## config.mk

```make
export PLATFORM = sky130hd
export DESIGN_NAME = cpu_core
export DESIGN_NICKNAME = d
export VERILOG_FILES = /design/src/cpu_pkg.sv /design/src/issue_if.sv /design/src/fetch_decode.sv /design/src/alu_execute.sv /design/src/result_stage.sv /design/src/cpu_core.sv
export VERILOG_INCLUDE_DIRS = /design/src
export SDC_FILE = /design/constraint.sdc
export NUM_CORES = 1
export LEC_CHECK = 0
export ABC_CLOCK_PERIOD_IN_PS = 4100
export BUFFER_PORTS_ARGS = -buffer_cell sky130_fd_sc_hd__buf_2
export CAP_MARGIN = 15
export CORE_MARGIN = 10
export CORE_UTILIZATION = 31
export DETAILED_ROUTE_END_ITERATION = 7
export GPL_ROUTABILITY_DRIVEN = 0
export PLACE_DENSITY_LB_ADDON = 0.12
export SLEW_MARGIN = 10
export SYNTH_ARGS = -nofsm -noshare
export SYNTH_HDL_FRONTEND = slang
export SYNTH_SLANG_ARGS = --single-unit
```

## constraint.sdc

```tcl
create_clock -name clk_50MHz -period 4.1 [get_ports clk_50MHz]
set_input_delay 0.82 -clock clk_50MHz [delete_from_list [all_inputs] [get_ports clk_50MHz]]
set_output_delay 0.82 -clock clk_50MHz [all_outputs]
set_load 0.02 [all_outputs]
```

## src/cpu_config.svh

```systemverilog
`ifndef CPU_CONFIG_SVH
`define CPU_CONFIG_SVH

// ********************
// datapath widths
// ********************

// data word and instruction word
`define CPU_DATA_W   16

// general register file
`define CPU_REG_NUM  8
`define CPU_REG_AW   3

// immediate field in bits 7..0
`define CPU_IMM_W    8

// fetch address
`define CPU_PC_W     16

`endif

```

## src/cpu_pkg.sv

```systemverilog
`include "cpu_config.svh"

package cpu_pkg;

    // ********************
    // basic types
    // ********************

    typedef logic [`CPU_DATA_W-1:0] data_t;
    typedef logic [`CPU_REG_AW-1:0] reg_addr_t;

    // ********************
    // instruction format
    // ********************
    // [15:11] major opcode
    // [10:8]  rx
    // [7:5]   ry
    // [4:2]   rz, register-register ops only
    // [7:0]   immediate, ADDIU and LI

    // codes 7 to 31 are not named and behave like OP_NOP
    typedef enum logic [4:0] {
        OP_NOP   = 5'd0,
        OP_ADDU  = 5'd1,
        OP_SUBU  = 5'd2,
        OP_AND   = 5'd3,
        OP_OR    = 5'd4,
        OP_ADDIU = 5'd5,
        OP_LI    = 5'd6
    } opcode_e;

    // pass_b hands operand b through, used by LI
    typedef enum logic [2:0] {
        ALU_ADD    = 3'd0,
        ALU_SUB    = 3'd1,
        ALU_AND    = 3'd2,
        ALU_OR     = 3'd3,
        ALU_PASS_B = 3'd4
    } alu_op_e;

endpackage

```

## src/issue_if.sv

```systemverilog
`timescale 1ns/1ps
`include "cpu_config.svh"

interface issue_if;
    import cpu_pkg::*;

    // issue register contents, decode to execute
    logic      valid;
    alu_op_e   alu_op;
    reg_addr_t dest;
    reg_addr_t src_a_addr;
    reg_addr_t src_b_addr;
    data_t     a_data;
    data_t     b_data;
    data_t     imm;
    logic      use_imm;

    // driven from the issue register
    modport decode (
        output valid, alu_op, dest,
        output src_a_addr, src_b_addr,
        output a_data, b_data, imm, use_imm
    );

    // read by forwarding and the alu
    modport execute (
        input valid, alu_op, dest,
        input src_a_addr, src_b_addr,
        input a_data, b_data, imm, use_imm
    );

endinterface

```

## src/fetch_decode.sv

```systemverilog
`timescale 1ns/1ps
`include "cpu_config.svh"

module fetch_decode (
    input  logic                  clk_50MHz,
    input  logic                  rst,
    input  cpu_pkg::data_t        inst_i,
    output logic [`CPU_PC_W-1:0]  pc_o,
    output cpu_pkg::reg_addr_t    rd_addr_a_o,
    output cpu_pkg::reg_addr_t    rd_addr_b_o,
    input  cpu_pkg::data_t        rd_data_a_i,
    input  cpu_pkg::data_t        rd_data_b_i,
    issue_if.decode               issue
);
    import cpu_pkg::*;

    logic [`CPU_PC_W-1:0]  pc_q;
    data_t                 if_inst_q;
    logic                  if_valid_q;

    opcode_e               opcode;
    reg_addr_t             rx;
    reg_addr_t             ry;
    reg_addr_t             rz;
    logic [`CPU_IMM_W-1:0] imm8;

    logic                  dec_writes;
    alu_op_e               dec_alu_op;
    reg_addr_t             dec_dest;
    logic                  dec_use_imm;
    data_t                 dec_imm;

    // ********************
    // fetch
    // ********************

    // no stalls, so pc just counts
    always_ff @(posedge clk_50MHz or negedge rst)
    begin
        if (!rst)
        begin
            pc_q       <= '0;
            if_inst_q  <= '0;
            if_valid_q <= 1'b0;
        end
        else
        begin
            pc_q       <= pc_q + 1'b1;
            if_inst_q  <= inst_i;
            if_valid_q <= 1'b1;
        end
    end

    assign pc_o = pc_q;

    // ********************
    // decode
    // ********************

    assign opcode = opcode_e'(if_inst_q[15:11]);
    assign rx     = if_inst_q[10:8];
    assign ry     = if_inst_q[7:5];
    assign rz     = if_inst_q[4:2];
    assign imm8   = if_inst_q[`CPU_IMM_W-1:0];

    // register file read ports, always rx and ry
    assign rd_addr_a_o = rx;
    assign rd_addr_b_o = ry;

    always_comb
    begin
        dec_writes  = 1'b1;
        dec_alu_op  = ALU_ADD;
        dec_dest    = rz;
        dec_use_imm = 1'b0;
        // sign extension by default, LI overrides
        dec_imm     = {{(`CPU_DATA_W-`CPU_IMM_W){imm8[`CPU_IMM_W-1]}}, imm8};
        case (opcode)
            OP_ADDU:  dec_alu_op = ALU_ADD;
            OP_SUBU:  dec_alu_op = ALU_SUB;
            OP_AND:   dec_alu_op = ALU_AND;
            OP_OR:    dec_alu_op = ALU_OR;
            OP_ADDIU:
            begin
                dec_alu_op  = ALU_ADD;
                dec_dest    = rx;
                dec_use_imm = 1'b1;
            end
            OP_LI:
            begin
                dec_alu_op  = ALU_PASS_B;
                dec_dest    = rx;
                dec_use_imm = 1'b1;
                dec_imm     = {{(`CPU_DATA_W-`CPU_IMM_W){1'b0}}, imm8};
            end
            // nop and unknown codes
            default:  dec_writes = 1'b0;
        endcase
    end

    // ********************
    // issue register
    // ********************

    always_ff @(posedge clk_50MHz or negedge rst)
    begin
        if (!rst)
        begin
            issue.valid      <= 1'b0;
            issue.alu_op     <= ALU_ADD;
            issue.dest       <= '0;
            issue.src_a_addr <= '0;
            issue.src_b_addr <= '0;
            issue.a_data     <= '0;
            issue.b_data     <= '0;
            issue.imm        <= '0;
            issue.use_imm    <= 1'b0;
        end
        else
        begin
            issue.valid      <= if_valid_q & dec_writes;
            issue.alu_op     <= dec_alu_op;
            issue.dest       <= dec_dest;
            issue.src_a_addr <= rx;
            issue.src_b_addr <= ry;
            issue.a_data     <= rd_data_a_i;
            issue.b_data     <= rd_data_b_i;
            issue.imm        <= dec_imm;
            issue.use_imm    <= dec_use_imm;
        end
    end

endmodule

```

## src/alu_execute.sv

```systemverilog
`timescale 1ns/1ps
`include "cpu_config.svh"

module alu_execute (
    issue_if.execute              issue,
    input  logic                  wb_valid_i,
    input  cpu_pkg::reg_addr_t    wb_addr_i,
    input  cpu_pkg::data_t        wb_data_i,
    output logic                  res_valid_o,
    output cpu_pkg::reg_addr_t    res_addr_o,
    output cpu_pkg::data_t        res_data_o
);
    import cpu_pkg::*;

    logic  fwd_a;
    logic  fwd_b;
    data_t reg_a;
    data_t reg_b;
    data_t op_a;
    data_t op_b;
    data_t alu_y;

    // ********************
    // forwarding
    // ********************

    // the previous instruction sits in the result register right now;
    // older ones were already caught by the register file write-through
    assign fwd_a = wb_valid_i && (wb_addr_i == issue.src_a_addr);
    assign fwd_b = wb_valid_i && (wb_addr_i == issue.src_b_addr);

    assign reg_a = fwd_a ? wb_data_i : issue.a_data;
    assign reg_b = fwd_b ? wb_data_i : issue.b_data;

    // ********************
    // operand select
    // ********************

    assign op_a = reg_a;

    // immediate already extended in decode
    assign op_b = issue.use_imm ? issue.imm : reg_b;

    // ********************
    // alu
    // ********************

    // 16 bit wrap-around, carry and borrow dropped
    always_comb
    begin
        case (issue.alu_op)
            ALU_ADD:    alu_y = op_a + op_b;
            ALU_SUB:    alu_y = op_a - op_b;
            ALU_AND:    alu_y = op_a & op_b;
            ALU_OR:     alu_y = op_a | op_b;
            ALU_PASS_B: alu_y = op_b;
            default:    alu_y = '0;
        endcase
    end

    // result towards the result register
    assign res_valid_o = issue.valid;
    assign res_addr_o  = issue.dest;
    assign res_data_o  = alu_y;

endmodule

```

## src/result_stage.sv

```systemverilog
`timescale 1ns/1ps
`include "cpu_config.svh"

module result_stage (
    input  logic                  clk_50MHz,
    input  logic                  rst,
    input  logic                  res_valid_i,
    input  cpu_pkg::reg_addr_t    res_addr_i,
    input  cpu_pkg::data_t        res_data_i,
    input  cpu_pkg::reg_addr_t    rd_addr_a_i,
    input  cpu_pkg::reg_addr_t    rd_addr_b_i,
    output cpu_pkg::data_t        rd_data_a_o,
    output cpu_pkg::data_t        rd_data_b_o,
    output logic                  wb_valid_o,
    output cpu_pkg::reg_addr_t    wb_addr_o,
    output cpu_pkg::data_t        wb_data_o
);
    import cpu_pkg::*;

    logic      wb_valid_q;
    reg_addr_t wb_addr_q;
    data_t     wb_data_q;
    data_t     regs [`CPU_REG_NUM];

    // ********************
    // result register
    // ********************

    always_ff @(posedge clk_50MHz or negedge rst)
    begin
        if (!rst)
        begin
            wb_valid_q <= 1'b0;
            wb_addr_q  <= '0;
            wb_data_q  <= '0;
        end
        else
        begin
            wb_valid_q <= res_valid_i;
            wb_addr_q  <= res_addr_i;
            wb_data_q  <= res_data_i;
        end
    end

    assign wb_valid_o = wb_valid_q;
    assign wb_addr_o  = wb_addr_q;
    assign wb_data_o  = wb_data_q;

    // ********************
    // register file
    // ********************

    // written at the end of the write-back cycle
    always_ff @(posedge clk_50MHz or negedge rst)
    begin
        if (!rst)
        begin
            for (int i = 0; i < `CPU_REG_NUM; i++)
            begin
                regs[i] <= '0;
            end
        end
        else if (wb_valid_q)
        begin
            regs[wb_addr_q] <= wb_data_q;
        end
    end

    // read with write-through of the pending write
    always_comb
    begin
        rd_data_a_o = regs[rd_addr_a_i];
        rd_data_b_o = regs[rd_addr_b_i];
        if (wb_valid_q && (wb_addr_q == rd_addr_a_i))
        begin
            rd_data_a_o = wb_data_q;
        end
        if (wb_valid_q && (wb_addr_q == rd_addr_b_i))
        begin
            rd_data_b_o = wb_data_q;
        end
    end

endmodule

```

## src/cpu_core.sv

```systemverilog
`timescale 1ns/1ps
`include "cpu_config.svh"

module cpu_core (
    input  logic                  clk_50MHz,
    input  logic                  rst,
    input  cpu_pkg::data_t        inst_i,
    output logic [`CPU_PC_W-1:0]  pc_o,
    output logic                  wb_valid_o,
    output cpu_pkg::reg_addr_t    wb_addr_o,
    output cpu_pkg::data_t        wb_data_o
);
    import cpu_pkg::*;

    // register file read path
    reg_addr_t rd_addr_a;
    reg_addr_t rd_addr_b;
    data_t     rd_data_a;
    data_t     rd_data_b;

    // execute result into the result register
    logic      res_valid;
    reg_addr_t res_addr;
    data_t     res_data;

    issue_if issue ();

    // ********************
    // pipeline stages
    // ********************

    fetch_decode u_fetch_decode (
        .clk_50MHz   (clk_50MHz),
        .rst         (rst),
        .inst_i      (inst_i),
        .pc_o        (pc_o),
        .rd_addr_a_o (rd_addr_a),
        .rd_addr_b_o (rd_addr_b),
        .rd_data_a_i (rd_data_a),
        .rd_data_b_i (rd_data_b),
        .issue       (issue.decode)
    );

    // write-back also feeds forwarding
    alu_execute u_alu_execute (
        .issue       (issue.execute),
        .wb_valid_i  (wb_valid_o),
        .wb_addr_i   (wb_addr_o),
        .wb_data_i   (wb_data_o),
        .res_valid_o (res_valid),
        .res_addr_o  (res_addr),
        .res_data_o  (res_data)
    );

    result_stage u_result_stage (
        .clk_50MHz   (clk_50MHz),
        .rst         (rst),
        .res_valid_i (res_valid),
        .res_addr_i  (res_addr),
        .res_data_i  (res_data),
        .rd_addr_a_i (rd_addr_a),
        .rd_addr_b_i (rd_addr_b),
        .rd_data_a_o (rd_data_a),
        .rd_data_b_o (rd_data_b),
        .wb_valid_o  (wb_valid_o),
        .wb_addr_o   (wb_addr_o),
        .wb_data_o   (wb_data_o)
    );

endmodule

```

==> results.md, run 1 <==
- Multi-input logic area: 0.00634 mm^2
- Met2 usage: 25.0%
- Adder-cell area share of the yosys netlist: 3.25%
- FILL cells: 3747
- Crit path DAT: 4350 ps
- Reg2reg end: u_result_stage.wb_data_o[15]
- Ys Warns: 0
- Cts hold-fix bufs: 0
- Reg2Reg Setup Slack: 160 ps
- Reg area: 0.00583 mm^2
- Register area share after synthesis: 47.6%
- CP cell instances: xnor2_2, buf_6, buf_6, a41oi_4, a311oi_2, nand4_1, or3_4, nand2_2, xor2_1, ha_1, o21a_1, o211ai_1, nor2_1, o211ai_1, and3b_2, o21bai_1, a21oi_2, xnor2_1, o221ai_1
- Top cell type by total area after synthesis: dfrtp_1
- Met3 Resource Use GR: 2.03%
- Starting DRT DRC Count: 380
- Worst EP required: 4520 ps
- Initial Util: 31.5%
- Clock Path Buffers: 3
- GR Overflow Total: 0
- R2R depth: 19
- Remaining DRCs: 0
- Final worst slack: 162 ps
- Sw Share: 35.0%
- Max-slew violation count: 0
- Mux share of post-synthesis cell area: 27.9%
- Final setup skew: 20.1 ps
- Number of max-cap violations: 0
- Synth Area in XOR/XNOR: 4.19%
- Gr usage total: 14.6%
- Worst hold-check path type: in2async
- Layout cells sized above 1: 39.9%
- Synth top area cells: dfrtp_1, mux2_2, mux4_2, mux2i_1, xnor2_1
- Max Fanout on Critical Path: 6
- Hold Vio Cnt, Final: 0
- Most frequent cells in the layout: dfrtp_1, mux2_2, buf_4
- PwrDens: 651 mW/mm^2
- Worst Tran Pin Value: 999 ps
- Post-synth cell types: 54
- Worst reg2reg startpoint: u_result_stage.wb_addr_o[0]
- Hpwl dp: 22400 um
- Pint: 6.26 mW
- DP Cell Count: 1531
- Syn Area/Cell: 12.6 um^2
- Peak VDD IR: 0.312 mV
- Core area: 0.0388 mm^2
- Syn Nets: 1009
- Worst path slowest cell: dfrtp_1
- Worst skew pair latency: 570 ps
- DR vias: 8190
- Logic gate share of total power: 38.5%
- Most Crowded Layer GR: met2
- Die width: 219 um
- Number of global-route vias before repair: 8660
- CTS buffer count: 29
- Largest family of logic cells by synthesized area: multiplexers
- Commonest non-fill, non-tap cell in the layout: dfrtp_1
- Post-route insts no fill: 1604
- Leak: 6.70 nW
- Max H-tree Level: 1
- Part of the power in the clock network: 26.7%
- Nets: 1107
- Crit Path Class: reg2reg
- WL final: 35000 um
- # IOs: 54
- CTS root buffer: clkbuf_16
- Minimum clock period: 3940 ps
- Synth Area in Simple Gates: 7.12%
- Post-synth ARST share: 100%
- Worst Setup End Kind: flip-flop
- Antenna-violating nets left: 0
- Final Cycle Share: 96.0%
- Flops & latches, synth: 233
- Place WS: 85.3 ps
- Die footprint: 0.0478 mm^2
- Synth Flop Type: dfrtp_1
- Number of flops mapped to enable cells by yosys: 0
- Height of the die: 219 um
- RSZ-0062 raised after global routing: yes
- CTS tree: yes
- First-pass GRT wire length: 53900 um
- Register share of total power: 34.8%
- Layout area overhead: 20.8%
- Synthesized cell area: 0.0122 mm^2
- Avg WL per Cell: 21.8 um
- Slowest stage delay, CP: 410 ps
- Clock sink count: 233
- Psw: 3.38 mW
- FMAX: 254 MHz
- Hold WS: 265 ps
- Buffers on Ports: 53
- Via density: 5.11
- CP startpoint kind: flip-flop
- Antenna violations before repair: 0
- Final setup vio count: 0
- # diodes: 0
- Largest net degree at the start of global routing: 87
- Clock-pin slew on the worst setup and hold paths: 60 ps
- Mapped Cells: 971
- Router iterations before antenna repair: 5
- Status: complete, no violations
- Post-synthesis compound-gate area fraction: 7.20%
- Grt met1 use: 19.2%
- Synth top area share: 47.6%
- Site row count: 72
- Slew headroom: 33.2%
-- sequential cells by signal, summed over array words and instances (netlist names), 3 cells and up --
name,count
u_fetch_decode.if_inst_q,16
u_result_stage.wb_addr_o,3
u_fetch_decode.issue.src_a_addr,3
u_fetch_decode.issue.a_data,16
u_fetch_decode.issue.alu_op,3
u_result_stage.regs,128
u_fetch_decode.issue.dest,3
u_fetch_decode.issue.b_data,16
u_fetch_decode.pc_o,16
u_result_stage.wb_data_o,16
u_fetch_decode.issue.imm,7
-- area by class of cell --
class                   count  area share [%]
multi-input cells         655            42.9
flip-flops and latches    233            39.4
repair buffers            137            6.50
clock buffers              37            5.45
well taps                 518            4.38
clock inverters            11            1.01
inverters                  13           0.355
-- cell families after synthesis --
group | after synthesis
other cells | 1
xor+xnor | 56
fa+ha+maj | 34
buf+inv | 83
flops | 233
simple gates | 182
mux | 244
compound gates | 138
-- critical path: cells and delay by family, from the launching register on --
kind,cells,cell delay (ps)
DFF,1,410
and+or+nand+nor,5,1000
xor gates and xnor gates,3,530
AOI/OAI and AO/OA,8,1270
buffers and inverters,2,300
adders and majority gates,1,270
-- per-layer routing --
metal | wire length, um | share of wire (%) | vias to the layer above
li1 | - | - | 3787
met1 | 15800 | 45 | 4234
met2 | 17300 | 49 | 129
met3 | 1300 | 3.7 | 40
met4 | 544 | 1.6 | 0
met5 | 0 | 0 | -
-- how the worst max path moves through the flow --
stage	startpoint	to	slack [ps]
after floorplan	u_result_stage.wb_addr_o[2]	u_result_stage.wb_data_o[15]	50
after detailed placement	u_fetch_decode.issue.src_b_addr[0]	u_result_stage.wb_data_o[15]	90
after global routing	u_result_stage.wb_addr_o[0]	u_result_stage.wb_data_o[15]	-80
after global placement	u_fetch_decode.issue.src_b_addr[0]	u_result_stage.wb_data_o[15]	200
after CTS	u_fetch_decode.issue.src_b_addr[0]	u_result_stage.wb_data_o[15]	60
final	u_result_stage.wb_addr_o[0]	u_result_stage.wb_data_o[15]	160
-- cell usage after synthesis (8+ instances only) --
library cell  number
nand3_1            8
mux2i_1           38
buf_1             10
nand4_1           12
dfrtp_1          233
mux4_2            64
inv_1             13
xnor2_1           42
mux2_2           142
clkbuf_1          58
o21ai_0           23
ha_1              19
nor2_1            62
nand2_1           48
and2_1            10
a41oi_1            8
nand2b_1          11
xor2_1            11
a21oi_1           60
maj3_1            14
-- timing repair --
action,CTS,global route
resized for setup,0,42
setup endpoints to repair,0,6
setup buffers,0,25
-- per-stage QoR --
| step | setup TNS, ps | utilization, % | total power, mW | cell area [um^2] |
|---|---|---|---|---|
| after floorplan | 0 | - | 5.72 | 12200 |
| after global placement | 0 | 34.5 | 6.81 | 13400 |
| after detailed placement | 0 | 34.5 | 6.81 | 13400 |
| after CTS | 0 | 37.0 | 9.47 | 14400 |
| after global routing | -147 | 38.1 | 10.3 | 14800 |
| final | 0 | 38.1 | 9.64 | 14800 |
-- power groups by stage --
stage	combinational [mW]	clock, mW	sequential, mW
after global routing	4.08	2.76	3.43
after global placement	3.44	0	3.38
after floorplan	2.46	0	3.26
final	3.71	2.57	3.35
after detailed placement	3.42	0	3.38
after CTS	3.45	2.67	3.35
Note: power is estimated with default switching activity, not from simulation.
==> run 2: changes to the inputs <==
--- a/config.mk
+++ b/config.mk
@@ -12,3 +12,4 @@
 export CORE_MARGIN = 10
-export CORE_UTILIZATION = 31
+export CORE_UTILIZATION = 30
+export CTS_BUF_LIST = sky130_fd_sc_hd__clkbuf_8
 export DETAILED_ROUTE_END_ITERATION = 7
==> constraint.sdc (replaced) <==
create_clock -name clk_50MHz -period 4.1 [get_ports clk_50MHz]
set_input_delay 0.205 -clock clk_50MHz [delete_from_list [all_inputs] [get_ports clk_50MHz]]
set_output_delay 0.205 -clock clk_50MHz [all_outputs]
set_load 0.02 [all_outputs]
==> run 2 against run 1 <==
  * Via count increased by 0.65%
  * Routed wire length about the same
  * Largest cell class unchanged
  * Combinational power decreased by 5.4%
  * Sequential share of layout area hardly changed
  * Critical path type unchanged
  * Count of clock-buffer cells in the layout rose by 21
  * Worst setup slack got worse by 14 ps
  * Cell count grew 2.9%
  * Worst hold slack worse by 33 ps
  * Global-route usage shrank 0.62 points
==> results.md, run 2 (synthesized netlist as in run 1, its figures left out) <==
- Tot Pwr: 9.33 mW (-3.2%)
- FILL cells: 3915 (+4.5%)
- Max Fanout on Critical Path: 5 (-1)
- Minimum clock period: 3950 ps (+14.2 ps)
- Worst EP required: 4570 ps (+50 ps)
- Commonest non-fill, non-tap cell in the layout: dfrtp_1
- Final Cycle Share: 96.4% (+0.35 points)
- Worst skew pair latency: 620 ps (+50 ps)
- DR vias: 8243 (+0.65%)
- Slew headroom: 33.0% (-0.25 points)
- # diodes: 0 (unchanged)
- Antenna-violating nets left: 0 (unchanged)
- Final cell area excluding filler cells: 0.0148 mm^2 (about the same)
- TNS Setup: 0 ps (unchanged)
- Worst hold-check path type: in2reg
- PwrDens: 630 mW/mm^2 (-3.2%)
- Buffers on Ports: 53 (unchanged)
- Largest net degree at the start of global routing: 120 (+38%)
- WL final: 35000 um (about the same)
- Status: complete, no violations
- Final setup skew: 43.1 ps (+23.0 ps)
- CP startpoint kind: flip-flop
- Placed cell area: 0.0134 mm^2 (-0.21%)
- Leak: 6.75 nW (+0.81%)
- Hold Vio Cnt, Final: 0 (unchanged)
- Number of global-route vias before repair: 8804 (+1.7%)
- Final Util: 37.0% (-1.1 points)
- CTS buffer count: 45 (+55%)
- FMAX: 253 MHz (-0.36%)
- Via density: 4.99 (-2.2%)
- Core area: 0.0400 mm^2 (+3.0%)
- Top Metal Used: met4
- Max-slew violation count: 0 (unchanged)
- Remaining DRCs: 0 (unchanged)
- Place WS: 66.1 ps (-19.2 ps)
- Height of the die: 222 um (+1.5%)
- Router iterations before antenna repair: 4 (-1)
- Number of max-cap violations: 0 (unchanged)
- # IOs: 54 (unchanged)
- RSZ-0062 raised after global routing: yes
- Most frequent cells in the layout: dfrtp_1, mux2_2, buf_4
- Clock-pin slew on the worst setup and hold paths: 60 ps (about the same)
- WL met3: 1300 um (+0.23%)
- CTS tree: yes
- Clock sink count: 233 (unchanged)
- CTS root buffer: clkbuf_8
- Crit Path Class: reg2reg
- Avg WL per Cell: 21.2 um (-2.8%)
- Worst Tran Pin Value: 1010 ps (+5.78 ps)
- Site row count: 73 (+1.4%)
- Initial Util: 30.6% (-0.93 points)
- Worst Setup End Kind: flip-flop
- Max reg flops: 128 (unchanged)
- Hpwl dp: 22700 um (+1.6%)
- Nets: 1131 (+2.2%)
- Antenna violations before repair: 0 (unchanged)
- Crit path DAT: 4420 ps (+70 ps)
- Met2 WL: 17100 um (-0.95%)
- First-pass GRT wire length: 53900 um (about the same)
- Final worst slack: 148 ps (-14.2 ps)
- Max H-tree Level: 2 (+1)
- Final setup vio count: 0 (unchanged)
- Metal-1 WL: 15800 um (-0.39%)
- Layout area overhead: 20.8% (about the same)
- Layout cells sized above 1: 39.3% (-0.53 points)
- Starting DRT DRC Count: 395 (+3.9%)
- Die width: 222 um (+1.5%)
- GR Overflow Total: 0 (unchanged)
- Gr usage total: 14.0% (-0.62 points)
- Die footprint: 0.0493 mm^2 (+3.0%)
- Peak VDD IR: 0.209 mV (-33%)
- Clock Path Buffers: 3 (unchanged)
- Largest Register: u_result_stage.regs
[run 2: cell count changes in the layout (fill, tap and decap cells not counted), sizes merged]
cell | before | now
bufinv | 3 | 1
dlygate4sd3 | 0 | 17
inv | 13 | 29
clkinv | 7 | 4
and4 | 1 | 2
buf | 137 | 127
clkbuf | 37 | 58
[run 2: metal layers]
layer | vias up | GRT usage, %
li1 | 3832 | -
met1 | 4218 | 17.8
met2 | 133 | 23.4
met3 | 60 | 2.45
met4 | 0 | 4.77
met5 | - | 0
[run 2: cell type report]
type	count	area, um^2	area share (%)
Clock buffer	58	798	5.40
Clock inverter	22	130	0.880
Inverter	13	48.8	0.330
Multi-Input combinational cell	656	6310	42.7
Sequential cell	233	5840	39.5
Tap cell	525	657	4.44
Timing Repair Buffer	144	1010	6.84
[run 2: power by group]
part | leakage (nW) | switching [mW] | internal (mW) | total [mW]
clock | 0.532 | 1.05 | 1.33 | 2.39
sequential | 3.03 | 0.550 | 2.88 | 3.43
combinational | 3.19 | 1.78 | 1.74 | 3.51
total | 6.75 | 3.38 | 5.95 | 9.33
[run 2: stage by stage]
stage / cells / hold slack (ps)
after floorplan: 971 / -90.6
final: 1651 / 232
after global routing: 1651 / 198
after CTS: 1635 / 172
after global placement: 1538 / 314
after detailed placement: 1538 / 314
[run 2: final timing paths]
check | endpoint | slack (ps) | startpoint | depth (start not counted)
setup / recovery | u_result_stage.wb_data_o[15] | 150 | u_result_stage.wb_addr_o[2] | 19
hold / removal | u_fetch_decode.if_inst_q[9] | 230 | inst_i[9] | 2
setup reg to reg | u_result_stage.wb_data_o[15] | 150 | u_result_stage.wb_addr_o[2] | 19
hold reg to reg | u_result_stage.wb_addr_o[2] | 350 | u_fetch_decode.issue.dest[2] | 0
max in group asynchronous | u_result_stage.regs[76] | 2800 | rst | 3
min in group asynchronous | u_fetch_decode.pc_o[9] | 290 | rst | 2
[run 2: timing repair]
action | CTS | global route
gates resized for setup | 0 | 35
hold buffers | 17 | 0
setup buffers | 0 | 15
hold endpoints to repair | 130 | 0
setup endpoints to repair | 0 | 5
[run 2: worst max-delay path: stages, from the launching register on]
cell and delay, ps:
dfrtp_1 400, xnor2_2 170, buf_4 160, and4_4 190
buf_6 130, a311oi_4 310, nand4_1 220, or3_4 450
nand2_2 70, xor2_1 150, ha_1 270, o21a_1 200
o211ai_1 210, nor2_1 60, o211ai_1 70, and3b_2 230
o21bai_1 100, a21oi_2 150, xnor2_1 140, o221ai_1 110
